--- config.mk ---
export PLATFORM = sky130hd
export DESIGN_NAME = vote_sender
export DESIGN_NICKNAME = d
export VERILOG_FILES = /design/src/verilog/tmr_pkg.sv /design/src/verilog/vote_sender.sv
export VERILOG_INCLUDE_DIRS = /design/src /design/src/verilog
export SDC_FILE = /design/constraint.sdc
export NUM_CORES = 1
export LEC_CHECK = 0
export BUFFER_PORTS_ARGS = -buffer_cell sky130_fd_sc_hd__buf_2
export CAP_MARGIN = 20
export CORE_MARGIN = 4
export CORE_UTILIZATION = 45
export CTS_CLUSTER_SIZE = 10
export DETAILED_ROUTE_END_ITERATION = 10
export GPL_ROUTABILITY_DRIVEN = 0
export PLACE_DENSITY_LB_ADDON = 0.05
export SYNTH_ARGS = -nofsm -noshare
export SYNTH_HDL_FRONTEND = slang
export SYNTH_SLANG_ARGS = --single-unit
--- constraint.sdc ---
create_clock -name clk -period 7.1 [get_ports clk]
set_clock_uncertainty 0.1 [all_clocks]
set_input_delay 1.065 -clock clk [delete_from_list [all_inputs] [get_ports clk]]
set_output_delay 1.065 -clock clk [all_outputs]
set_load 0.005 [all_outputs]
--- src/verilog/tmr_params.svh ---
`ifndef TMR_PARAMS_SVH
`define TMR_PARAMS_SVH

// ===========================================================================
// frame layout
// ===========================================================================

`define TMR_ID_OFFSET 2     // byte index of the copy number inside a frame
`define TMR_MAX_LEN   256   // payload bytes per copy

// ===========================================================================
// widths
// ===========================================================================

`define TMR_ADDR_W 8        // payload address
`define TMR_DATA_W 8        // one byte
`define TMR_LEN_W  9        // holds 0..TMR_MAX_LEN

`endif
--- src/verilog/tmr_pkg.sv ---
`include "tmr_params.svh"

package tmr_pkg;

	// copy number carried in the id byte
	typedef enum logic [1:0] {
		COPY_NONE = 2'd0,
		COPY_1    = 2'd1,
		COPY_2    = 2'd2,
		COPY_3    = 2'd3
	} copy_id_e;

	// vote/sender controller
	typedef enum logic [1:0] {
		VS_IDLE    = 2'd0,
		VS_COMPARE = 2'd1,
		VS_DECIDE  = 2'd2,
		VS_SEND    = 2'd3
	} vote_state_e;

	typedef enum logic [2:0] {
		V_ALL_AGREE = 3'd0,  // three copies, all equal
		V_MAJORITY  = 3'd1,  // at least one agreeing pair
		V_SINGLE    = 3'd2,  // only one copy arrived
		V_REJECT    = 3'd3   // nothing to trust
	} verdict_e;

	typedef struct packed {
		logic [2:0]            present;  // bit i set for copy i+1
		logic [`TMR_LEN_W-1:0] len1;
		logic [`TMR_LEN_W-1:0] len2;
		logic [`TMR_LEN_W-1:0] len3;
	} group_rpt_t;

endpackage

--- src/verilog/vote_sender.sv ---
`timescale 1ns/1ns
`include "tmr_params.svh"

module vote_sender (
	input  logic                   clk,
	input  logic                   arst_n,
	input  logic                   group_close,
	input  tmr_pkg::group_rpt_t    group_rpt,
	output logic                   busy,
	output logic [`TMR_ADDR_W-1:0] rd_addr,
	input  logic [`TMR_DATA_W-1:0] rd_data1,
	input  logic [`TMR_DATA_W-1:0] rd_data2,
	input  logic [`TMR_DATA_W-1:0] rd_data3,
	output logic [`TMR_DATA_W-1:0] data_out,
	output logic                   en_out,
	output logic                   lost
);

	tmr_pkg::vote_state_e  state;
	tmr_pkg::group_rpt_t   rpt_q;
	tmr_pkg::verdict_e     verdict;
	tmr_pkg::copy_id_e     sel;
	tmr_pkg::copy_id_e     sel_next;
	logic [`TMR_LEN_W-1:0] max_len;
	logic [`TMR_LEN_W-1:0] max_next;
	logic [`TMR_LEN_W-1:0] send_len;
	logic [`TMR_LEN_W-1:0] sel_len;
	logic [`TMR_LEN_W-1:0] cnt;       // address sweep in compare and send
	logic [`TMR_LEN_W-1:0] cmp_addr;  // address of the data now on rd_data
	logic                  in1, in2, in3;
	logic                  mm12, mm13, mm23;
	logic                  a12, a13, a23;
	logic                  start;

	assign start = (state == tmr_pkg::VS_IDLE) && group_close;

	// longest present copy sets the compare sweep
	always_comb begin
		max_next = '0;
		if (group_rpt.present[0] && group_rpt.len1 > max_next)
			max_next = group_rpt.len1;
		if (group_rpt.present[1] && group_rpt.len2 > max_next)
			max_next = group_rpt.len2;
		if (group_rpt.present[2] && group_rpt.len3 > max_next)
			max_next = group_rpt.len3;
	end

	// group report held while the controller runs
	always_ff @(posedge clk) begin
		if (start) begin
			rpt_q   <= group_rpt;
			max_len <= max_next;
		end
		if (state == tmr_pkg::VS_DECIDE)
			send_len <= sel_len;
	end

	// ========================================================================
	// compare sweep with read data one cycle behind the address
	// ========================================================================
	assign cmp_addr = cnt - 1'b1;  // wraps high on cnt == 0
	assign in1      = cmp_addr < rpt_q.len1;
	assign in2      = cmp_addr < rpt_q.len2;
	assign in3      = cmp_addr < rpt_q.len3;

	// ========================================================================
	// decide
	// ========================================================================
	always_comb begin
		verdict  = tmr_pkg::V_REJECT;
		sel_next = tmr_pkg::COPY_NONE;
		if (a12 && a13 && a23) begin
			verdict  = tmr_pkg::V_ALL_AGREE;
			sel_next = tmr_pkg::COPY_1;
		end else if (a12 || a13) begin
			verdict  = tmr_pkg::V_MAJORITY;
			sel_next = tmr_pkg::COPY_1;
		end else if (a23) begin
			verdict  = tmr_pkg::V_MAJORITY;
			sel_next = tmr_pkg::COPY_2;
		end else begin
			case (rpt_q.present)
				3'b001: sel_next = tmr_pkg::COPY_1;
				3'b010: sel_next = tmr_pkg::COPY_2;
				3'b100: sel_next = tmr_pkg::COPY_3;
				default: sel_next = tmr_pkg::COPY_NONE;
			endcase
			if (sel_next != tmr_pkg::COPY_NONE)
				verdict = tmr_pkg::V_SINGLE;
		end
		case (sel_next)
			tmr_pkg::COPY_1: sel_len = rpt_q.len1;
			tmr_pkg::COPY_2: sel_len = rpt_q.len2;
			tmr_pkg::COPY_3: sel_len = rpt_q.len3;
			default:         sel_len = '0;
		endcase
	end

	always_ff @(posedge clk or negedge arst_n) begin
		if (!arst_n) begin
			state <= tmr_pkg::VS_IDLE;
			cnt   <= '0;
			mm12  <= 1'b0;
			mm13  <= 1'b0;
			mm23  <= 1'b0;
			a12   <= 1'b0;
			a13   <= 1'b0;
			a23   <= 1'b0;
			sel   <= tmr_pkg::COPY_NONE;
		end else begin
			case (state)
				tmr_pkg::VS_IDLE: begin
					if (group_close) begin
						cnt   <= '0;
						mm12  <= 1'b0;
						mm13  <= 1'b0;
						mm23  <= 1'b0;
						state <= tmr_pkg::VS_COMPARE;
					end
				end
				tmr_pkg::VS_COMPARE: begin
					cnt <= cnt + 1'b1;
					if (in1 && in2 && rd_data1 != rd_data2)
						mm12 <= 1'b1;
					if (in1 && in3 && rd_data1 != rd_data3)
						mm13 <= 1'b1;
					if (in2 && in3 && rd_data2 != rd_data3)
						mm23 <= 1'b1;
					if (cnt == max_len + 1'b1) begin  // mismatch flags are final here
						a12   <= !mm12 && rpt_q.present[0] && rpt_q.present[1]
							&& (rpt_q.len1 == rpt_q.len2);
						a13   <= !mm13 && rpt_q.present[0] && rpt_q.present[2]
							&& (rpt_q.len1 == rpt_q.len3);
						a23   <= !mm23 && rpt_q.present[1] && rpt_q.present[2]
							&& (rpt_q.len2 == rpt_q.len3);
						state <= tmr_pkg::VS_DECIDE;
					end
				end
				tmr_pkg::VS_DECIDE: begin
					sel   <= sel_next;
					cnt   <= '0;
					state <= (sel_len != '0) ? tmr_pkg::VS_SEND : tmr_pkg::VS_IDLE;
				end
				tmr_pkg::VS_SEND: begin
					cnt <= cnt + 1'b1;
					if (cnt == send_len)
						state <= tmr_pkg::VS_IDLE;  // last byte out
				end
				default: state <= tmr_pkg::VS_IDLE;
			endcase
		end
	end

	assign busy    = (state != tmr_pkg::VS_IDLE);
	assign rd_addr = cnt[`TMR_ADDR_W-1:0];
	assign lost    = (state == tmr_pkg::VS_DECIDE) && (verdict != tmr_pkg::V_ALL_AGREE);
	assign en_out  = (state == tmr_pkg::VS_SEND) && (cnt != '0);

	always_comb begin
		case (sel)
			tmr_pkg::COPY_1: data_out = rd_data1;
			tmr_pkg::COPY_2: data_out = rd_data2;
			tmr_pkg::COPY_3: data_out = rd_data3;
			default:         data_out = '0;
		endcase
	end

endmodule

# [Word-level counts from Yosys, hierarchy flattened]
# Index checks and enable logic that the tools add are counted.
[word_totals] ff_bits=67 in_bits=57 out_inout_bits=19 wordCells=120
[classes] addsub=3 order_cmp=6 n_eq_ne=26 muxes=30 reduce_logical=40
[op_table] operator="one-hot mux 9 bit (3 select lines)" count=2
[op_table] operator="equality test 9 bit" count=5
[op_table] operator="two-way mux 9 bit" count=4
[op_table] operator="less-than comparator 9 bit" count=3
[op_table] operator="two-way mux 2 bit" count=13
[op_table] operator="!= test 8 bit" count=3
[op_table] operator="one-hot mux 8 bit (3 select lines)" count=1
[op_table] operator="logical AND 1 bit" count=23
[op_table] operator="adder 9 x 1 -> 9 bit, second input constant" count=2
[op_table] operator="greater-than comparator 9 bit" count=2
[op_table] operator="nonzero test 9 bit" count=2
[op_table] operator="equality test 2 bit, second input constant" count=6
[op_table] operator="!= test 2 bit, second input constant" count=6
[op_table] operator="AND reduction 3 bit" count=4
[op_table] operator="greater-than comparator 9 x 1 -> 1 bit, second input constant" count=1
[op_table] operator="subtractor 9 x 1 -> 9 bit, second input constant" count=1
[op_table] operator="one-hot mux 2 bit (4 select lines)" count=1
[op_table] operator="equality test 2 x 1 -> 1 bit, second input constant" count=3
[op_table] operator="one-hot mux 1 bit (2 select lines)" count=3
[op_table] operator="one-hot mux 2 bit (3 select lines)" count=1
[op_table] operator="nonzero test 2 bit" count=3
[op_table] operator="two-way mux 1 bit" count=5
[op_table] operator="equality test 3 x 1 -> 1 bit, second input constant" count=1
[op_table] operator="equality test 3 x 2 -> 1 bit, second input constant" count=1
[op_table] operator="7 further kinds" count=9

# [Depth between registers and ports, before layout]
[depth] depth_word=13 mapped_depth=19 mapped_depth_nobuf=16

# [Worst setup path after synthesis]
# OpenSTA, ideal clock, no wires.
[synth_timing] path_kind="input -> register" from="in group_rpt[27] in the netlist's numbering" to="reg max_len[0] (data pin)" setup_ns=0.260 t_arrival_ns=4.612 required_time_ns=6.740 setup_slack_ns=2.128 path_stages=19 n_path_buf=3 path_cell_list="clkbuf_1 > inv_1 > a31oi_1 > nand2_1 > ha_1 > nand4_1 > or3_1 > o211ai_1 > a31o_2 > buf_2 > mux2_1 > ha_1 > nor2b_1 > o21a_1 > o21a_1 > o2111ai_1 > a31o_2 > buf_2 > mux2_2"
[synth_between] elab_chain_len=8
[synth_lines] element="from (decl)" line="vote_sender.sv:8" source="input tmr_pkg::group_rpt_t group_rpt,"
[synth_lines] element="logical AND 1 bit *" line="vote_sender.sv:40" source="if (group_rpt.present[0] && group_rpt.len1 > max_next)"
[synth_lines] element="two-way mux 9 bit *" line="vote_sender.sv:40"
[synth_lines] element="greater-than comparator 9 bit" line="vote_sender.sv:42" source="if (group_rpt.present[1] && group_rpt.len2 > max_next)"
[synth_lines] element="logical AND 1 bit" line="vote_sender.sv:42"
[synth_lines] element="two-way mux 9 bit *" line="vote_sender.sv:42"
[synth_lines] element="greater-than comparator 9 bit" line="vote_sender.sv:44" source="if (group_rpt.present[2] && group_rpt.len3 > max_next)"
[synth_lines] element="logical AND 1 bit" line="vote_sender.sv:44"
[synth_lines] element="two-way mux 9 bit *" line="vote_sender.sv:44"
[synth_lines] element="named net max_next[0]" line="vote_sender.sv:25" source="logic [`TMR_LEN_W-1:0] max_next;"
[synth_lines] element="to (signal assigned)" line="vote_sender.sv:52" source="max_len <= max_next;"
[synth_lines] element="to (decl)" line="vote_sender.sv:24" source="logic [`TMR_LEN_W-1:0] max_len;"
# Mark *: on every way through the listed nets, which the timed path passes. The rest lies on a longest branch.
# A chain may end at the register's enable or synchronous reset.

# [Worst setup path in the final report]
# Same ends and word-level chain as after synthesis.

==> flow_summary.yaml <==
status:
  status: "finished clean"
worst_setup_path:
  worstPathRequired_ps: 7090
  r2r-end: "mm23$_DFFE_PN0P_"
  worstSetupPathType: "in -> reg"
  cp_cell_sequence: "buf_2 > inv_1 > a31oi_1 > nand2_1 > ha_1 > nand4_1 > or3_1 > o211ai_1 > a31o_2 > mux2_1 > ha_1 > nor2b_1 > o21a_1 > o21a_1 > o2111ai_1 > a31o_2 > mux2_2"
  cp_num_buf_inv: 2
  rr_worst_depth: 9
  critPathArrivalTime_ps: 4770
  critPathMaxFanout: 9
  crit_family: "compound AO/OA/AOI/OAI gates"
  crit_path_start_kind: "primary input"
  slowest_stage: "mux2_1"
  critPathCaptureType: "flip-flop"
  r2r_start: "cnt[3]$_DFFE_PN0P_"
  r2r_slack_ps: 3740
  slowest_delay_ps: 390
min_path:
  whs_endpoint: "a12$_DFFE_PN0P_"
  min_path_cells: 1
  holdCritStartpoint: "a12$_DFFE_PN0P_"
  worstHoldPathType: "reg -> reg"
detailed_routing:
  routed_wl_mm: 13.11
  drtIter0Drc: 228
  drc: 0
  wl_per_cell_um: 17.84
  viasPerCell: 5.506
  dr.pass1.iters: 6
  ant_nets: 0
  routed-via-count: 4047
floorplan:
  die_area_um2: 13450
  row_count: 39
  die_h_um: 116.0
  core_um2: 11420
  die_x_um: 116.0
  start_util_pct: 45.96
  ios: 76
logic_synthesis:
  synth_nets: 628
  yosysUniqueCellTypes: 59
  synthArstFlopShare_pct: 28.36
  ys.flop_type: "edfxtp_1"
  postSynthAreaPerCell_um2: 9.976
  syn_area_um2: 5248
  synth-warning-count: 0
  synth_sequential_area_ratio_pct: 36.53
  synthCells: 526
  synth_edf_count: 48
  ys_seq_elements: 67
sta:
  period_needed_ps: 4781
  worst_slew_margin_rel_pct: 46.30
  maxSlewViolCount: 0
  setup_viol: 0
  hold_ws_ps: 419.0
  rsz0062_at_grt: "no"
  max_freq_mhz: 209.2
  tns_ps: 0
  post-route-period-util_pct: 67.33
  hold_violations: 0
  worst_pin_slew_ps: 796.9
cts:
  numCtsBuffers: 9
  clk_path_buf_depth: 2
  cts_hold_buf: 0
  h-tree-depth: 3
  insertion_delay_ps: 340
  cts_tree: "done"
  cts.root.buffer_cell: "clkbuf_16"
  clock-sinks: 67
  path_clk_slew_ps: 50
  cts_setup_buffers: 0
  cts_resized: 0
power_and_ir_drop:
  ir_drop_v: 0.0002398
  power_density_nw_per_um2: 273.5
  p_leak_nw: 2.571
placement:
  io_buffers: 75
  dp_hpwl_mm: 10.70
cells_and_area:
  fin_nets: 689
  syn2layout_area_growth_pct: 13.30
  n_antenna_cell: 0
  drive_gt1_share_pct: 18.92
  final_util_pct: 52.07
  n_fill_cell: 1072
grt:
  grtUsageMet3_pct: 3.969
  first_global_vias: 4014
  grt.total_usage_pct: 20.41
  grt_pass1_wl_mm: 20.73
  use_met1_pct: 26.08
  antenna_found_initial: 0
  grt_max_degree: 41
  grt-ovfl-total: 0
  grt_busiest_layer: "met2"
  met2_usage_pct: 34.48
run:
  max-cap-violations: 0
==> power breakdown <==
group          internal (W)  switching, W
clock network      0.000272      0.000161
registers          0.000466      0.000112
logic              0.000297      0.000318
total               0.00103      0.000592
==> sequential cells by signal, summed over array words and instances (netlist names) <==
| signal | cells |
|---|---|
| send_len | 9 |
| max_len | 9 |
| a13 | 1 |
| a12 | 1 |
| sel | 2 |
| cnt | 9 |
| mm13 | 1 |
| mm23 | 1 |
| mm12 | 1 |
| a23 | 1 |
| rpt_q | 30 |
| state | 2 |
==> how the worst max path moves through the flow <==
stage,from,to,slack [ps],cells past startpoint
after floorplan,group_rpt[27],max_len[0]$_DFFE_PP_,2130,19
after global placement,group_rpt[23],max_len[0]$_DFFE_PP_,2020,17
after detailed placement,group_rpt[27],max_len[0]$_DFFE_PP_,1960,17
after CTS,group_rpt[23],max_len[0]$_DFFE_PP_,2320,17
after global routing,group_rpt[27],max_len[0]$_DFFE_PP_,2140,17
final,group_rpt[27],max_len[0]$_DFFE_PP_,2320,17
==> cell usage after synthesis, types with 3 or more instances <==
library cell / number / share of area (%)
nor4_1: 6 / 0.72
a31o_2: 3 / 0.50
and3_1: 4 / 0.48
nand2_1: 34 / 2.4
mux2i_1: 8 / 1.5
clkbuf_1: 9 / 0.64
xor2_1: 13 / 2.2
or3_1: 4 / 0.48
ha_1: 45 / 11
o21ai_0: 14 / 1.3
buf_2: 4 / 0.38
a21oi_1: 10 / 0.95
a21boi_0: 3 / 0.43
nor2b_1: 4 / 0.48
a21o_1: 3 / 0.43
a222oi_1: 9 / 1.7
o21a_1: 9 / 1.3
nand3_1: 8 / 0.76
mux2_1: 10 / 2.1
o211ai_1: 5 / 0.72
inv_1: 56 / 4.0
dfrtp_1: 19 / 9.1
a31oi_1: 4 / 0.48
nor3_1: 7 / 0.67
nand4_1: 22 / 2.6
nor2_1: 28 / 2.0
mux2_2: 11 / 2.4
xnor2_1: 72 / 12
a22o_1: 8 / 1.3
edfxtp_1: 48 / 27
buf_4: 11 / 1.6
==> metal layers <==
layer,wire length (um),part of all wire (%)
met1,5916,45
met2,6199,47
met3,733,5.6
met4,262,2.0
met5,0,0
==> cell families (layout without fill, tap and decap cells) <==
logic type / after synthesis / count (layout) / share of synthesized area (%)
AO/OA/AOI/OAI: 83 / 83 / 11.80
XOR/XNOR: 86 / 86 / 14.50
adder cells (fa/ha/maj): 45 / 45 / 10.73
buffers and inverters: 82 / 148 / 6.891
flip-flops: 67 / 67 / 36.53
multiplexers: 29 / 29 / 6.033
AND/OR/NAND/NOR: 134 / 134 / 13.52
==> layout make-up <==
class                   count  area, um2  share of cell area, %
multi-input cells         377       2969                  49.94
flip-flops and latches     67       1917                  32.24
repair buffers             76      382.9                  6.439
clock buffers              12      236.5                  3.977
inverters                  56      210.2                  3.535
well taps                 143      178.9                  3.009
clock inverters             4      51.30                 0.8628
==> worst reg2reg max path, cell delays in order (launching register included) <==
cell	delay [ps]
dfrtp_1	540
nor4_1	430
nand2_1	140
xnor2_1	350
ha_1	310
and3_1	160
a2111oi_0	470
a21oi_1	130
or2_1	260
o41ai_1	350
==> layout by cell type (no fill, tap or decap), types with 13 or more instances in the layout <==
cell,n
o21ai_0,14
xor2_1,13
dfrtp_1,19
edfxtp_1,48
ha_1,45
xnor2_1,72
nand4_1,22
nand2_1,34
inv_1,56
buf_2,75
nor2_1,28
==> per-stage QoR <==
stage / cell area, um2 / setup WS (ps) / power (W) / instances
after CTS: 5946 / 2315 / 0.001643 / 735
after global routing: 5946 / 2144 / 0.001747 / 735
final: 5946 / 2319 / 0.001626 / 735
after detailed placement: 5658 / 1965 / 0.001200 / 719
after global placement: 5658 / 2015 / 0.001181 / 719
after floorplan: 5248 / 2128 / 0.001054 / 526
Note: power is estimated with default switching activity, not from simulation.
