`config.mk`:
```
export PLATFORM = sky130hd
export DESIGN_NAME = copy_capture_flat
export DESIGN_NICKNAME = d
export VERILOG_FILES = /design/src/verilog/tmr_pkg.sv /design/src/verilog/copy_bus_if.sv /design/src/verilog/copy_capture.sv /design/src/flat_wrapper.sv
export VERILOG_INCLUDE_DIRS = /design/src /design/src/verilog
export SDC_FILE = /design/constraint.sdc
export NUM_CORES = 1
export LEC_CHECK = 0
export BUFFER_PORTS_ARGS = -buffer_cell sky130_fd_sc_hd__buf_2
export CORE_MARGIN = 1.5
export CORE_UTILIZATION = 49
export CTS_CLUSTER_SIZE = 14
export DETAILED_ROUTE_END_ITERATION = 16
export PLACE_DENSITY = 0.79
export SETUP_SLACK_MARGIN = 0.05
export SLEW_MARGIN = 20
export SYNTH_ARGS = -nofsm -noshare
export SYNTH_HDL_FRONTEND = slang
export SYNTH_SLANG_ARGS = --single-unit
```
`constraint.sdc`:
```
create_clock -name clk -period 2.05 [get_ports clk]
set_input_delay 0.615 -clock clk [delete_from_list [all_inputs] [get_ports clk]]
set_output_delay 0.615 -clock clk [all_outputs]
set_load 0.02 [all_outputs]
```
`src/verilog/tmr_params.svh`:
```
`ifndef TMR_PARAMS_SVH
`define TMR_PARAMS_SVH

// ===========================================================================
// frame layout
// ===========================================================================

`define TMR_ID_OFFSET 2     // byte index of the copy number inside a frame
`define TMR_MAX_LEN   256   // payload bytes per copy

// ===========================================================================
// widths
// ===========================================================================

`define TMR_ADDR_W 8        // payload address
`define TMR_DATA_W 8        // one byte
`define TMR_LEN_W  9        // holds 0..TMR_MAX_LEN

`endif
```
`src/verilog/tmr_pkg.sv`:
```
`include "tmr_params.svh"

package tmr_pkg;

	// copy number carried in the id byte
	typedef enum logic [1:0] {
		COPY_NONE = 2'd0,
		COPY_1    = 2'd1,
		COPY_2    = 2'd2,
		COPY_3    = 2'd3
	} copy_id_e;

	// vote/sender controller
	typedef enum logic [1:0] {
		VS_IDLE    = 2'd0,
		VS_COMPARE = 2'd1,
		VS_DECIDE  = 2'd2,
		VS_SEND    = 2'd3
	} vote_state_e;

	typedef enum logic [2:0] {
		V_ALL_AGREE = 3'd0,  // three copies, all equal
		V_MAJORITY  = 3'd1,  // at least one agreeing pair
		V_SINGLE    = 3'd2,  // only one copy arrived
		V_REJECT    = 3'd3   // nothing to trust
	} verdict_e;

	typedef struct packed {
		logic [2:0]            present;  // bit i set for copy i+1
		logic [`TMR_LEN_W-1:0] len1;
		logic [`TMR_LEN_W-1:0] len2;
		logic [`TMR_LEN_W-1:0] len3;
	} group_rpt_t;

endpackage

```
`src/verilog/copy_bus_if.sv`:
```
`timescale 1ns/1ns
`include "tmr_params.svh"

interface copy_bus_if;

	logic                   we;    // one write per cycle
	tmr_pkg::copy_id_e      bank;  // target copy bank
	logic [`TMR_ADDR_W-1:0] addr;  // payload offset
	logic [`TMR_DATA_W-1:0] data;

	modport capture (
		output we,
		output bank,
		output addr,
		output data
	);

	modport buffer (
		input we,
		input bank,
		input addr,
		input data
	);

endinterface

```
`src/verilog/copy_capture.sv`:
```
`timescale 1ns/1ns
`include "tmr_params.svh"

module copy_capture (
	input  logic                   clk,
	input  logic                   arst_n,
	input  logic                   rx_en,
	input  logic [`TMR_DATA_W-1:0] rx_data,
	input  logic                   busy,
	copy_bus_if.capture            wr,
	output logic                   group_close,
	output tmr_pkg::group_rpt_t    group_rpt
);

	logic                        rx_en_q;
	logic [`TMR_DATA_W-1:0]      rx_data_q;
	logic [`TMR_LEN_W-1:0]       byte_cnt;   // saturates past the id byte
	logic                        skip_q;     // frame began while busy
	logic                        skip_now;
	logic                        storing;
	tmr_pkg::copy_id_e           cur_bank;
	tmr_pkg::copy_id_e           last_copy;
	tmr_pkg::copy_id_e           new_id;
	logic [2:0]                  present_q;
	logic [2:0][`TMR_LEN_W-1:0]  len_q;
	logic [`TMR_LEN_W-1:0]       wr_cnt;
	logic                        id_hit;
	logic                        id_valid;
	logic                        store_id;
	logic                        close_id;
	logic                        end_close;
	logic                        wr_en;
	logic [1:0]                  new_idx;
	logic [1:0]                  cur_idx;

	always_ff @(posedge clk) begin
		rx_data_q <= rx_data;  // data stage for the write bus
	end

	// ========================================================================
	// id byte classification
	// ========================================================================
	assign skip_now  = (byte_cnt == '0) ? busy : skip_q;
	assign id_hit    = rx_en_q && (byte_cnt == `TMR_ID_OFFSET) && !skip_now;
	assign id_valid  = (rx_data_q[3:2] == 2'b00) && (rx_data_q[1:0] != 2'b00);
	assign new_id    = tmr_pkg::copy_id_e'(rx_data_q[1:0]);
	assign store_id  = id_hit && id_valid && (new_id > last_copy);
	assign close_id  = id_hit && id_valid && !(new_id > last_copy) && (present_q != 3'b000);
	assign end_close = storing && !rx_en_q && (cur_bank == tmr_pkg::COPY_3);

	assign new_idx = rx_data_q[1:0] - 2'd1;
	assign cur_idx = 2'(cur_bank) - 2'd1;
	assign wr_en   = storing && rx_en_q && (wr_cnt < `TMR_MAX_LEN);

	always_ff @(posedge clk or negedge arst_n) begin
		if (!arst_n) begin
			rx_en_q   <= 1'b0;
			byte_cnt  <= '0;
			skip_q    <= 1'b0;
			storing   <= 1'b0;
			cur_bank  <= tmr_pkg::COPY_NONE;
			last_copy <= tmr_pkg::COPY_NONE;
			present_q <= 3'b000;
			len_q     <= '0;
			wr_cnt    <= '0;
		end else begin
			rx_en_q <= rx_en;
			if (!rx_en_q) begin
				byte_cnt <= '0;
				skip_q   <= 1'b0;
				storing  <= 1'b0;  // frame over
			end else begin
				skip_q <= skip_now;
				if (byte_cnt <= `TMR_ID_OFFSET)
					byte_cnt <= byte_cnt + 1'b1;
			end
			if (store_id) begin
				storing            <= 1'b1;
				cur_bank           <= new_id;
				last_copy          <= new_id;
				present_q[new_idx] <= 1'b1;
				len_q[new_idx]     <= '0;  // empty payload is legal
				wr_cnt             <= '0;
			end
			if (wr_en) begin
				wr_cnt         <= wr_cnt + 1'b1;
				len_q[cur_idx] <= wr_cnt + 1'b1;
			end
			if (group_close) begin
				present_q <= 3'b000;  // open a fresh group
				last_copy <= tmr_pkg::COPY_NONE;
				len_q     <= '0;
			end
		end
	end

	assign wr.we   = wr_en;
	assign wr.bank = cur_bank;
	assign wr.addr = wr_cnt[`TMR_ADDR_W-1:0];
	assign wr.data = rx_data_q;

	assign group_close = close_id || end_close;
	assign group_rpt   = '{present: present_q, len1: len_q[0], len2: len_q[1], len3: len_q[2]};

endmodule

```
`src/flat_wrapper.sv`:
```
// flat-port wrapper written by rule: the top's interface ports become plain ports
module copy_capture_flat 
  (clk, arst_n, rx_en, rx_data, busy, group_close, group_rpt, wr_we, wr_bank, wr_addr, wr_data);
  copy_bus_if wr_i ();
  input  logic clk;
  input  logic arst_n;
  input  logic rx_en;
  input  logic [`TMR_DATA_W-1:0] rx_data;
  input  logic busy;
  output logic group_close;
  output tmr_pkg::group_rpt_t group_rpt;
  output wire logic [$bits(wr_i.we)-1:0] wr_we;
  output wire logic [$bits(wr_i.bank)-1:0] wr_bank;
  output wire logic [$bits(wr_i.addr)-1:0] wr_addr;
  output wire logic [$bits(wr_i.data)-1:0] wr_data;
  assign wr_we = wr_i.we;
  assign wr_bank = wr_i.bank;
  assign wr_addr = wr_i.addr;
  assign wr_data = wr_i.data;
  copy_capture u_core (.clk(clk), .arst_n(arst_n), .rx_en(rx_en), .rx_data(rx_data), .busy(busy), .wr(wr_i), .group_close(group_close), .group_rpt(group_rpt));
endmodule
```
# After elaboration in Yosys (flattened, before gate mapping)
# Cells that the tools add are included.
[word_totals] regBits=63 inputBits=12 out_inout_bits=50 word_cells=75
[classes] add_sub_neg=4 n_lt_le_gt_ge=7 n_eq_ne=4 muxes=22 bitwise=3 n_reduce_logical=23
[ops] op="27-bit two-way mux" count=3
[ops] op="9-bit two-way mux" count=6
[ops] op="9-bit demux with 2-bit select" count=2
[ops] op="27-bit AND" count=1
[ops] op="27-bit bitwise mux" count=1
[ops] op="27-bit NOT" count=1
[ops] op="9-bit by 1-bit adder with 9-bit output, second input constant" count=2
[ops] op="1-bit logical AND" count=13
[ops] op="9-bit by 2-bit equality test with 1-bit output, second input constant" count=1
[ops] op="9-bit by 2-bit <= comparator with 1-bit output, second input constant" count=1
[ops] op="9-bit zero test" count=1
[ops] op="9-bit < comparator, second input constant" count=1
[ops] op="2-bit by 3-bit < comparator with 1-bit output, second input constant" count=2
[ops] op="3-bit two-way mux" count=2
[ops] op="2-bit nonzero test" count=3
[ops] op="1-bit two-way mux" count=5
[ops] op="2-bit by 1-bit greater-or-equal comparator with 1-bit output, second input constant" count=2
[ops] op="2-bit two-way mux" count=2
[ops] op="2-bit != test, second input constant" count=2
[ops] op="2-bit by 1-bit subtractor with 2-bit output, second input constant" count=2
[ops] op="1-bit zero test" count=3
[ops] op="3-bit OR" count=1
[ops] op="3-bit nonzero test" count=1
[ops] op="1-bit demux with 2-bit select" count=1
[ops] op="other kinds (4)" count=4

# Longest topological paths before layout
# Gate-level depths: netlist of the first run.
[logic_depth] word_depth=11 ltp_mapped=7 ltp_nobuf=6

# Worst setup path before layout of the first run
# Ideal clock, no wire load.
[synth_timing] kind="register -> output" startpoint="register u_core.rx_data_q[0], in the netlist u_core.wr.data[0]" endpoint="output group_close" arrival_time_ns=1.619 required_time_ns=1.435 path_slack_ns=-0.184 path_stages_with_launch=7 path_buffers=1 path_cell_list="dfxtp_1 inv_1 ha_1 nor2b_1 o21ai_0 a41o_2 buf_6"
[synth_via] elab_chain_len=6 word_cells_on_any_way=8 classes_between="order compare (1); reduce/logical (7)"
[synth_rtl] element="from (decl)" line_no="copy_capture.sv:16" text="logic [`TMR_DATA_W-1:0] rx_data_q;"
[synth_rtl] element="from (signal assigned)" line_no="copy_capture.sv:37" text="rx_data_q <= rx_data;"
[synth_rtl] element="branches (longest 3 deep; another with 2-bit greater-than comparator)"
[synth_rtl] element="1-bit logical AND (*) (2 in series)" line_no="copy_capture.sv:48" text="assign close_id = id_hit && id_valid && !(new_id > last_copy) && (present_q != 3'b000);"
[synth_rtl] element="1-bit logical OR (*)" line_no="copy_capture.sv:102" text="assign group_close = close_id || end_close;"
[synth_rtl] element="to (decl)" line_no="flat_wrapper.sv:10" text="output logic group_close;"
# Every way passes the cells marked *.

# Final worst setup path of the first run
[layout_timing] startpoint="register u_core.byte_cnt[1]" endpoint="output group_close"
[layout_via] elab_chain_len=8 word_cells_on_any_way=10 classes_between="eq/ne (1); mux (1); reduce/logical (8)"
[layout_rtl] element="from (decl)" line_no="copy_capture.sv:17" text="logic [`TMR_LEN_W-1:0] byte_cnt;"
[layout_rtl] element="from (signal assigned)" line_no="copy_capture.sv:75" text="byte_cnt <= byte_cnt + 1'b1;"
[layout_rtl] element="9-bit zero test" line_no="copy_capture.sv:43" text="assign skip_now = (byte_cnt == '0) ? busy : skip_q;"
[layout_rtl] element="1-bit two-way mux" line_no="copy_capture.sv:43"
[layout_rtl] element="1-bit zero test" line_no="copy_capture.sv:44" text="assign id_hit = rx_en_q && (byte_cnt == `TMR_ID_OFFSET) && !skip_now;"
[layout_rtl] element="1-bit logical AND (*)" line_no="copy_capture.sv:44"
[layout_rtl] element="1-bit logical AND (*) (3 in series)" line_no="copy_capture.sv:48"
[layout_rtl] element="1-bit logical OR (*)" line_no="copy_capture.sv:102"
# Every way passes the cells marked *; elsewhere a longest branch is shown, timed or not.

==> summary.txt, run 1 <==
setup-violating endpoint count in the final report - 2
die height - 81.82 um
Fill cells - 424
worst skew pair latency - 340 ps
dpl hpwl - 5046 um
row count - 28
top cells by area, synth - dfrtp_1, o21ai_0, dfxtp_1
RSZ-0062 raised after global routing - true
min cycle time layout - 2410 ps
initial antenna violation count - 0
Post-Synthesis Cells - 307
total chip power - 5.025 mW
fraction of layout cells with a size suffix above 1 - 40.76%
Hold Path Class - in -> async
root buffer cell - clkbuf_8
pre-CTS WS - -13.83 ps
Synth warnings - 0
Seq. cell area - 0.001540 mm2
Max Clock Freq - 0.4150 GHz
reg2reg start - u_core.byte_cnt[1]
Multi-input gate area - 0.001519 mm2
Critical Path Slowest Stage Cell - dfrtp_2
Max IR drop VDD - 632.1 uV
family with the most delay on the worst path - flip-flops
GRT Util Overall - 25.71%
Netlist cell types - 46
worst path cell trace - inv_2 -> ha_4 -> mux2i_2 -> o211a_1 -> a41o_2 -> buf_6
most frequent cells in the layout - buf_2, dfrtp_1, nand2_1
critical path endpoint category - output pin
Tcrit/Tclk final - 117.5%
drt total wl - 8855 um
Post-synth EDFFs - 0
largest net degree at the start of global routing - 36
DIE AREA - 0.006695 mm2
WP buf/inv - 2
worst hold slack - 240.9 ps
Reg-to-Reg End - u_core.present_q[1]
nets - 408
Via density - 6.106
Net Count, Synth - 325
post-layout util - 67.88%
Worst Tran Pin Value - 567.4 ps
worst path required time - 1430 ps
post-route ant nets - 0
worst setup path startpoint - u_core.byte_cnt[1]
clk buf depth - 2
Num CTS Buffers - 9
vias in the first global route - 2524
CP max stage delay - 450 ps
gpl congestion - 0.9131
outcome - complete, but fails checks
# H-tree levels - 3
Avg Cell Area, Syn - 9.916 um2
Initial DRT Pass Iterations - 5
R2R depth - 7
fraction of the yosys area taken by sequential cells - 50.47%
Worst Path Arrival - 1790 ps
Pins Over Slew Limit - 0
I/O pin count - 62
first-pass GRT wire length - 12580 um
area added between synthesis and finish - 32.80%
asr flop ratio synth - 87.30%
top_reg_cell synth - dfrtp_1
Slew headroom - 61.90%
Worst Slack Setup Final - -359.7 ps
Critical Path End - group_close
DRC viols - 0
Die X - 81.82 um
failing checks - setup timing
commonest non-fill, non-tap cell in the layout - buf_2
PwrDens - 1243 mW/mm2
I/O Buffers - 61
#FFs+latches synth - 63
maxcap violations - 0
Sink Count - 63
instance count on the critical path - 6
area leader, netlist - dfrtp_1
worst setup path category - reg -> out
Final Hold Viols - 0
clock-pin slew on the worst setup and hold paths - 80 ps
critical path startpoint category - flop
Initial Utilization - 51.11%
wire per inst - 18.84 um
r2r setup slk - 0 ps
core area - 0.005956 mm2
Clock Skews - 12.58 ps
Syn Std Cell Area - 0.003044 mm2
Antenna Cells - 0
Synth top area share - 45.21%
vias - 2870
CTS tree - built
Detailed Route Iter0 Violations - 387
critical path peak fanout - 3
GRT Residual Overflow - 0
leakage power - 1.723 nW
## layer usage
| layer | share of wire (%) | GRT usage [%] | up-vias |
|---|---|---|---|
| met3 | 8.0 | 6.000 | 47 |
| met1 | 42 | 35.16 | 1385 |
| met5 | 0 | 0 | - |
| met4 | 4.5 | 14.58 | 0 |
| li1 | - | - | 1270 |
| met2 | 46 | 37.30 | 168 |
## what timing repair did
action / in CTS / in global routing
gates resized for setup: 33 / 42
pin swaps: 15 / 24
hold buffers: 0 / 0
setup buffers: 7 / 6
cloned: 0 / 3
endpoints found under the setup margin: 2 / 44
## power breakdown
| group | internal (mW) | switching [mW] | total [mW] |
|---|---|---|---|
| Combinational | 0.853 | 1.25 | 2.11 |
| Clock | 0.581 | 0.493 | 1.07 |
| Sequential | 1.56 | 0.287 | 1.84 |
## sequential cells by signal, summed over array words and instances, names as in the netlist
name / cells
u_core.group_rpt: 27
u_core.byte_cnt: 9
u_core.wr_cnt: 9
u_core.wr.data: 8
u_core.present_q: 3
u_core.last_copy: 2
u_core.wr.bank: 2
u_core.rx_en_q: 1
u_core.skip_q: 1
u_core.storing: 1
## worst min path at each step
stage                     slack, ps                  end             start  cells past startpoint
after floorplan                 320   u_core.byte_cnt[0]            arst_n                      0
after global placement          480     u_core.wr_cnt[8]  u_core.wr_cnt[8]                      1
after detailed placement        490     u_core.wr_cnt[8]  u_core.wr_cnt[8]                      1
after CTS                       240  u_core.group_rpt[1]            arst_n                      1
after global routing            260  u_core.group_rpt[0]            arst_n                      1
final                           240  u_core.group_rpt[1]            arst_n                      1
## synth_stat cells (all sizes together) (2+ instances only)
cell type	n
dfrtp	55
nand2b	4
clkbuf	12
nand3	7
mux2i	3
nand4	2
o2111ai	4
a21boi	19
a21oi	32
buf	13
o21a	3
o21ai	36
nand2	30
o21ba	3
and2	12
ha	6
nor3	4
xnor2	3
nor2b	6
dfxtp	8
o211ai	12
nor2	6
a31oi	5
inv	8
## metrics by stage
stage	std cells	area [um2]	setup TNS (ps)
final	470	4043	-362.1
after global routing	470	4043	-993.7
after CTS	467	3824	-4938
after detailed placement	444	3517	-13.83
after global placement	444	3517	-31.34
after floorplan	307	3049	-56.74
## final cells by class
cell class                 count  share of cell area (%)
sequential                    63                   38.10
multi-input combinational    211                   37.57
timing repair buffer          97                   16.25
clock buffer                  14                   4.550
tap                           75                   2.321
inverter                       8                  0.8666
clock inverter                 2                  0.3405
## cell families (layout without fill, tap and decap cells)
family / Yosys count / after routing / share of synthesized area (%)
compound gates: 119 / 119 / 24.83
simple gates: 79 / 79 / 14.14
flops: 63 / 63 / 50.47
buf+inv: 33 / 121 / 5.960
fa+ha+maj: 6 / 6 / 2.466
xor+xnor: 4 / 4 / 1.151
mux: 3 / 3 / 0.9865
Power figures use the tool's default switching activity.
==> run 2: changes to the inputs <==
--- a/config.mk
+++ b/config.mk
@@ -7,11 +7,10 @@
 export NUM_CORES = 1
 export LEC_CHECK = 0
 export BUFFER_PORTS_ARGS = -buffer_cell sky130_fd_sc_hd__buf_2
-export CORE_MARGIN = 1.5
 export CORE_UTILIZATION = 49
 export CTS_CLUSTER_SIZE = 14
 export DETAILED_ROUTE_END_ITERATION = 16
-export PLACE_DENSITY = 0.79
+export PLACE_DENSITY = 0.75
 export SETUP_SLACK_MARGIN = 0.05
 export SLEW_MARGIN = 20
 export SYNTH_ARGS = -nofsm -noshare
==> summary.txt, run 2 (same netlist as run 1, synthesis figures left out) <==
outcome - complete, but fails checks (unchanged)
failing checks - setup timing (unchanged)
nets - 407 (was 408)
Comb power frac - 40.4% (was 41.9%)
GRT Util Overall - 25.17% (was 25.71%)
wire per inst - 16.59 um (was 18.84 um)
Sw Share - 39.85% (was 40.46%)
worst hold slack - 235.5 ps (was 240.9 ps)
worst setup path category - reg -> out (unchanged)
CP max stage delay - 380 ps (was 450 ps)
vias - 2666 (was 2870)
max reg flops - 27 (unchanged)
sequential power share - 39.5% (was 36.7%)
dpl hpwl - 5245 um (was 5046 um)
clk buf depth - 2 (unchanged)
Critical Path Slowest Stage Cell - dfrtp_1 (was dfrtp_2)
fraction of layout cells with a size suffix above 1 - 33.50% (was 40.76%)
Via density - 5.684 (was 6.106)
Hold Path Class - in -> async (unchanged)
first-pass GRT wire length - 12160 um (was 12580 um)
setup-violating endpoint count in the final report - 1 (was 2)
critical path peak fanout - 3 (unchanged)
filler-free cell count of the finished design - 469 (was 470)
gpl congestion - 0.8302 (was 0.9131)
Sw Pwr - 1.848 mW (was 2.033 mW)
Tcrit/Tclk final - 115.1% (was 117.5%)
Pins Over Slew Limit - 0 (unchanged)
worst skew pair latency - 340 ps (about the same)
Worst Path Arrival - 1750 ps (was 1790 ps)
number of hold buffers added after CTS - 0 (unchanged)
DRC viols - 0 (unchanged)
clock-pin slew on the worst setup and hold paths - 80 ps (about the same)
core area - 0.005956 mm2 (unchanged)
root buffer cell - clkbuf_8 (unchanged)
PwrDens - 1230 mW/mm2 (was 1243 mW/mm2)
Detailed Route Iter0 Violations - 176 (was 387)
Int Power - 2.788 mW (was 2.991 mW)
initial antenna violation count - 0 (unchanged)
critical path startpoint category - flop (unchanged)
Final Hold Viols - 0 (unchanged)
vias in the first global route - 2486 (was 2524)
maxcap violations - 0 (unchanged)
die height - 80.82 um (was 81.82 um)
Max Clock Freq - 0.4237 GHz (was 0.4150 GHz)
GRT Residual Overflow - 0 (unchanged)
pre-CTS WS - -60.89 ps (was -13.83 ps)
setup_tns - -310.4 ps (was -362.1 ps)
Num CTS Buffers - 9 (unchanged)
DIE AREA - 0.006532 mm2 (was 0.006695 mm2)
area added between synthesis and finish - 23.84% (was 32.80%)
Initial Utilization - 51.11% (unchanged)
CTS tree - built (unchanged)
drt total wl - 7783 um (was 8855 um)
worst path cell trace - inv_2 -> ha_2 -> and4bb_2 -> o211a_1 -> a41o_2 -> buf_6 (was inv_2 -> ha_4 -> mux2i_2 -> o211a_1 -> a41o_2 -> buf_6)
row count - 28 (unchanged)
worst path required time - 1430 ps (about the same)
Initial DRT Pass Iterations - 4 (was 5)
post-route ant nets - 0 (unchanged)
Sink Count - 63 (unchanged)
critical path endpoint category - output pin (unchanged)
# H-tree levels - 3 (unchanged)
most frequent cells in the layout - buf_2, dfrtp_1, o21ai_0, buf_4, nand2_1 (was buf_2, dfrtp_1, nand2_1)
reg2reg start - u_core.byte_cnt[0] (was u_core.byte_cnt[1])
R2R depth - 7 (unchanged)
Max IR drop VDD - 554.6 uV (was 632.1 uV)
Placed Cells - 444 (unchanged)
Worst Tran Pin Value - 544.7 ps (was 567.4 ps)
Antenna Cells - 0 (unchanged)
leakage power - 1.637 nW (was 1.723 nW)
Die X - 80.82 um (was 81.82 um)
I/O pin count - 62 (unchanged)
Worst Slack Setup Final - -310.4 ps (was -359.7 ps)
r2r setup slk - 90 ps (was 0 ps)
min cycle time layout - 2360 ps (was 2410 ps)
largest net degree at the start of global routing - 33 (was 36)
I/O Buffers - 61 (unchanged)
Slew headroom - 63.53% (was 61.90%)
Clk pwr share - 20.0% (was 21.4%)
commonest non-fill, non-tap cell in the layout - buf_2 (unchanged)
Reg-to-Reg End - u_core.present_q[1] (unchanged)
RSZ-0062 raised after global routing - true (unchanged)
Clock Skews - 14.89 ps (was 12.58 ps)
total chip power - 4.636 mW (was 5.025 mW)
-- run 2: cell count changes in the layout (fill, tap and decap cells not counted), moves of 2 or more --
cell / delta
a21oi_1: +9
a21oi_2: -9
buf_4: +5
buf_6: -2
clkbuf_16: -3
clkinv_2: +2
o21ai_0: +17
o21ai_2: -10
o21ai_4: -8
-- run 2: area by class of cell --
type	count	area (um2)
repair buffers	96	586.8
multi-input cells	211	1348
clock inverters	4	22.52
inverters	8	35.03
fillers	490	2186
clock buffers	12	145.1
flip-flops and latches	63	1539
well taps	75	93.84
-- run 2: worst max path at each step --
stage	from	to
after floorplan	u_core.byte_cnt[0]	group_close
after global placement	busy	group_close
after detailed placement	u_core.byte_cnt[1]	group_close
after CTS	u_core.byte_cnt[0]	group_close
after global routing	u_core.byte_cnt[0]	group_close
final	u_core.byte_cnt[0]	group_close
-- run 2: metrics by stage --
stage | area (um2) | util [%]
floorplan | 3049 | -
global placement | 3505 | 58.84
detailed placement | 3505 | 58.84
CTS | 3719 | 62.44
global route | 3770 | 63.30
finish | 3770 | 63.30
-- run 2: repair_timing --
action / 4_1_cts / 5_1_grt
endpoints found under the setup margin: 5 / 5
pin swaps: 2 / 1
buffers inserted: 3 / 6
resized for setup: 8 / 4
-- run 2: power by group through the flow --
stage / registers [mW] / logic (mW) / clock network, mW
3_5_place_dp: 1.85 / 1.80 / 0
2_1_floorplan: 2.03 / 1.00 / 0
5_1_grt: 1.87 / 2.03 / 0.985
4_1_cts: 1.83 / 1.85 / 0.943
6_report: 1.83 / 1.87 / 0.928
3_3_place_gp: 1.83 / 1.75 / 0
-- run 2: per-layer routing --
layer	vias up	wire length (um)	global-route usage [%]
li1	1255	-	-
met1	1293	3374	32.85
met4	0	165	12.50
met2	102	3746	40.59
met3	16	497	3.933
met5	-	0	0
-- run 2: critical path: cells and delay by family (launching register included) --
| family | cells | cell delay (ps) |
|---|---|---|
| flops | 1 | 380 |
| buf+inv | 2 | 210 |
| compound gates | 2 | 390 |
| fa+ha+maj | 1 | 190 |
| simple gates | 1 | 250 |
==> run 3: changes to the inputs <==
--- a/config.mk
+++ b/config.mk
@@ -7,6 +7,7 @@
 export NUM_CORES = 1
 export LEC_CHECK = 0
 export BUFFER_PORTS_ARGS = -buffer_cell sky130_fd_sc_hd__buf_2
+export CORE_ASPECT_RATIO = 0.9
 export CORE_UTILIZATION = 49
 export CTS_CLUSTER_SIZE = 14
 export DETAILED_ROUTE_END_ITERATION = 16
==> summary.txt, run 3 (same netlist as run 1, synthesis figures left out) <==
Sink Count - 63 (unchanged)
fraction of layout cells with a size suffix above 1 - 35.01% (was 33.50%)
Final Hold Viols - 0 (unchanged)
dpl hpwl - 5193 um (was 5245 um)
initial antenna violation count - 0 (unchanged)
Placed Cells - 439 (was 444)
root buffer cell - clkbuf_8 (unchanged)
# H-tree levels - 3 (unchanged)
wire per inst - 16.62 um (was 16.59 um)
outcome - complete, but fails checks (unchanged)
nets - 410 (was 407)
pre-CTS WS - -105.5 ps (was -60.89 ps)
most frequent cells in the layout - buf_2, dfrtp_1, buf_4 (was buf_2, dfrtp_1, o21ai_0, buf_4, nand2_1)
dpl cell area - 0.003498 mm2 (was 0.003505 mm2)
Initial DRT Pass Iterations - 5 (was 4)
Fill cells - 463 (was 490)
area added between synthesis and finish - 26.10% (was 23.84%)
worst setup path startpoint - u_core.byte_cnt[0] (unchanged)
I/O pin count - 62 (unchanged)
first-pass GRT wire length - 12640 um (was 12160 um)
failing checks - setup timing (unchanged)
min cycle time layout - 2447 ps (was 2360 ps)
design area - 0.003839 mm2 (was 0.003770 mm2)
maxcap violations - 0 (unchanged)
Max IR drop VDD - 743.7 uV (was 554.6 uV)
Slew headroom - 62.54% (was 63.53%)
Max Clock Freq - 0.4087 GHz (was 0.4237 GHz)
critical path startpoint category - flop (unchanged)
Initial Utilization - 52.28% (was 51.11%)
Comb power frac - 40.5% (was 40.4%)
Detailed Route Iter0 Violations - 219 (was 176)
worst setup path category - reg -> out (unchanged)
worst skew pair latency - 350 ps (was 340 ps)
Int Power - 2.973 mW (was 2.788 mW)
GRT Residual Overflow - 0 (unchanged)
largest net degree at the start of global routing - 37 (was 33)
leakage power - 1.673 nW (was 1.637 nW)
setup-violating endpoint count in the final report - 1 (unchanged)
Worst Slack Setup Final - -397.0 ps (was -310.4 ps)
Clk pwr share - 22.2% (was 20.0%)
clk buf depth - 2 (unchanged)
post-route ant nets - 0 (unchanged)
DIE AREA - 0.006532 mm2 (about the same)
row count - 26 (was 28)
number of hold buffers added after CTS - 0 (unchanged)
critical path endpoint category - output pin (unchanged)
Tcrit/Tclk final - 119.4% (was 115.1%)
Sw Share - 39.05% (was 39.85%)
DRC viols - 0 (unchanged)
critical path peak fanout - 2 (was 3)
die height - 76.78 um (was 80.82 um)
reg2reg start - u_core.byte_cnt[0] (unchanged)
worst path required time - 1430 ps (about the same)
max reg flops - 27 (unchanged)
I/O Buffers - 61 (unchanged)
Clock Skews - 7.334 ps (was 14.89 ps)
RSZ-0062 raised after global routing - true (unchanged)
vias - 2657 (was 2666)
GRT Util Overall - 25.31% (was 25.17%)
Worst Tran Pin Value - 559.4 ps (was 544.7 ps)
Num CTS Buffers - 9 (unchanged)
core area - 0.005823 mm2 (was 0.005956 mm2)
commonest non-fill, non-tap cell in the layout - buf_2 (unchanged)
Worst Path Arrival - 1830 ps (was 1750 ps)
Hold Path Class - in -> async (unchanged)
filler-free cell count of the finished design - 467 (was 469)
Via density - 5.690 (was 5.684)
Antenna Cells - 0 (unchanged)
PwrDens - 1271 mW/mm2 (was 1230 mW/mm2)
Die X - 85.09 um (was 80.82 um)
Sw Pwr - 1.905 mW (was 1.848 mW)
sequential power share - 37.3% (was 39.5%)
Pins Over Slew Limit - 0 (unchanged)
clock-pin slew on the worst setup and hold paths - 70 ps (was 80 ps)
total chip power - 4.878 mW (was 4.636 mW)
gpl congestion - 0.8254 (was 0.8302)
CTS tree - built (unchanged)
drt total wl - 7761 um (was 7783 um)
vias in the first global route - 2515 (was 2486)
## run 3: worst paths after layout
| path | to | slack, ps | cells past startpoint |
|---|---|---|---|
| hold / removal | u_core.byte_cnt[0] | 220 | 1 |
| min in group clk | u_core.wr.data[0] | 370 | 1 |
| hold reg to reg | u_core.byte_cnt[5] | 510 | 1 |
| setup reg to reg | u_core.present_q[2] | 10 | 7 |
| max in group asynchronous | u_core.wr_cnt[4] | 1270 | 2 |
| setup / recovery | group_close | -400 | 6 |
## run 3: power groups by stage
stage          registers [mW]  clock network (mW)  logic (mW)
4_1_cts                  1.81                1.11        1.91
6_report                 1.82                1.08        1.98
2_1_floorplan            2.03                   0        1.00
3_5_place_dp             1.83                   0        1.80
3_3_place_gp             1.81                   0        1.77
5_1_grt                  1.86                1.17        2.13
## run 3: per-stage QoR
step | setup TNS (ps) | hold slack [ps] | util [%]
floorplan | -56.74 | 319.4 | -
global placement | -105.9 | 479.2 | 60.08
detailed placement | -105.5 | 495.8 | 60.08
CTS | -382.4 | 225.9 | 64.76
global route | -660.8 | 237.0 | 65.92
finish | -397.0 | 220.7 | 65.92
## run 3: area by class of cell
cell class	count	area, um2	share of cell area (%)
well taps	70	87.58	2.282
clock buffers	10	137.6	3.585
flip-flops and latches	63	1540	40.12
clock inverters	6	60.06	1.565
inverters	8	35.03	0.9126
multi-input cells	211	1369	35.66
repair buffers	99	609.3	15.87
## run 3: layer usage
layer	share of wire, %	global-route usage [%]
met5	0	0
met4	1.7	11.02
met3	6.4	6.889
met2	47	37.66
met1	45	34.64
## run 3: critical path: stages, from the launching register on
cell and delay, ps:
dfrtp_1 400, inv_2 110, ha_4 160, and4bb_2 260, o211a_1 190, a41o_2 230
buf_6 130
## run 3: what timing repair did
| action | 4_1_cts | 5_1_grt |
|---|---|---|
| resized for setup | 10 | 4 |
| pin swaps | 3 | 8 |
| setup endpoints to repair | 5 | 42 |
| buffers inserted | 5 | 7 |
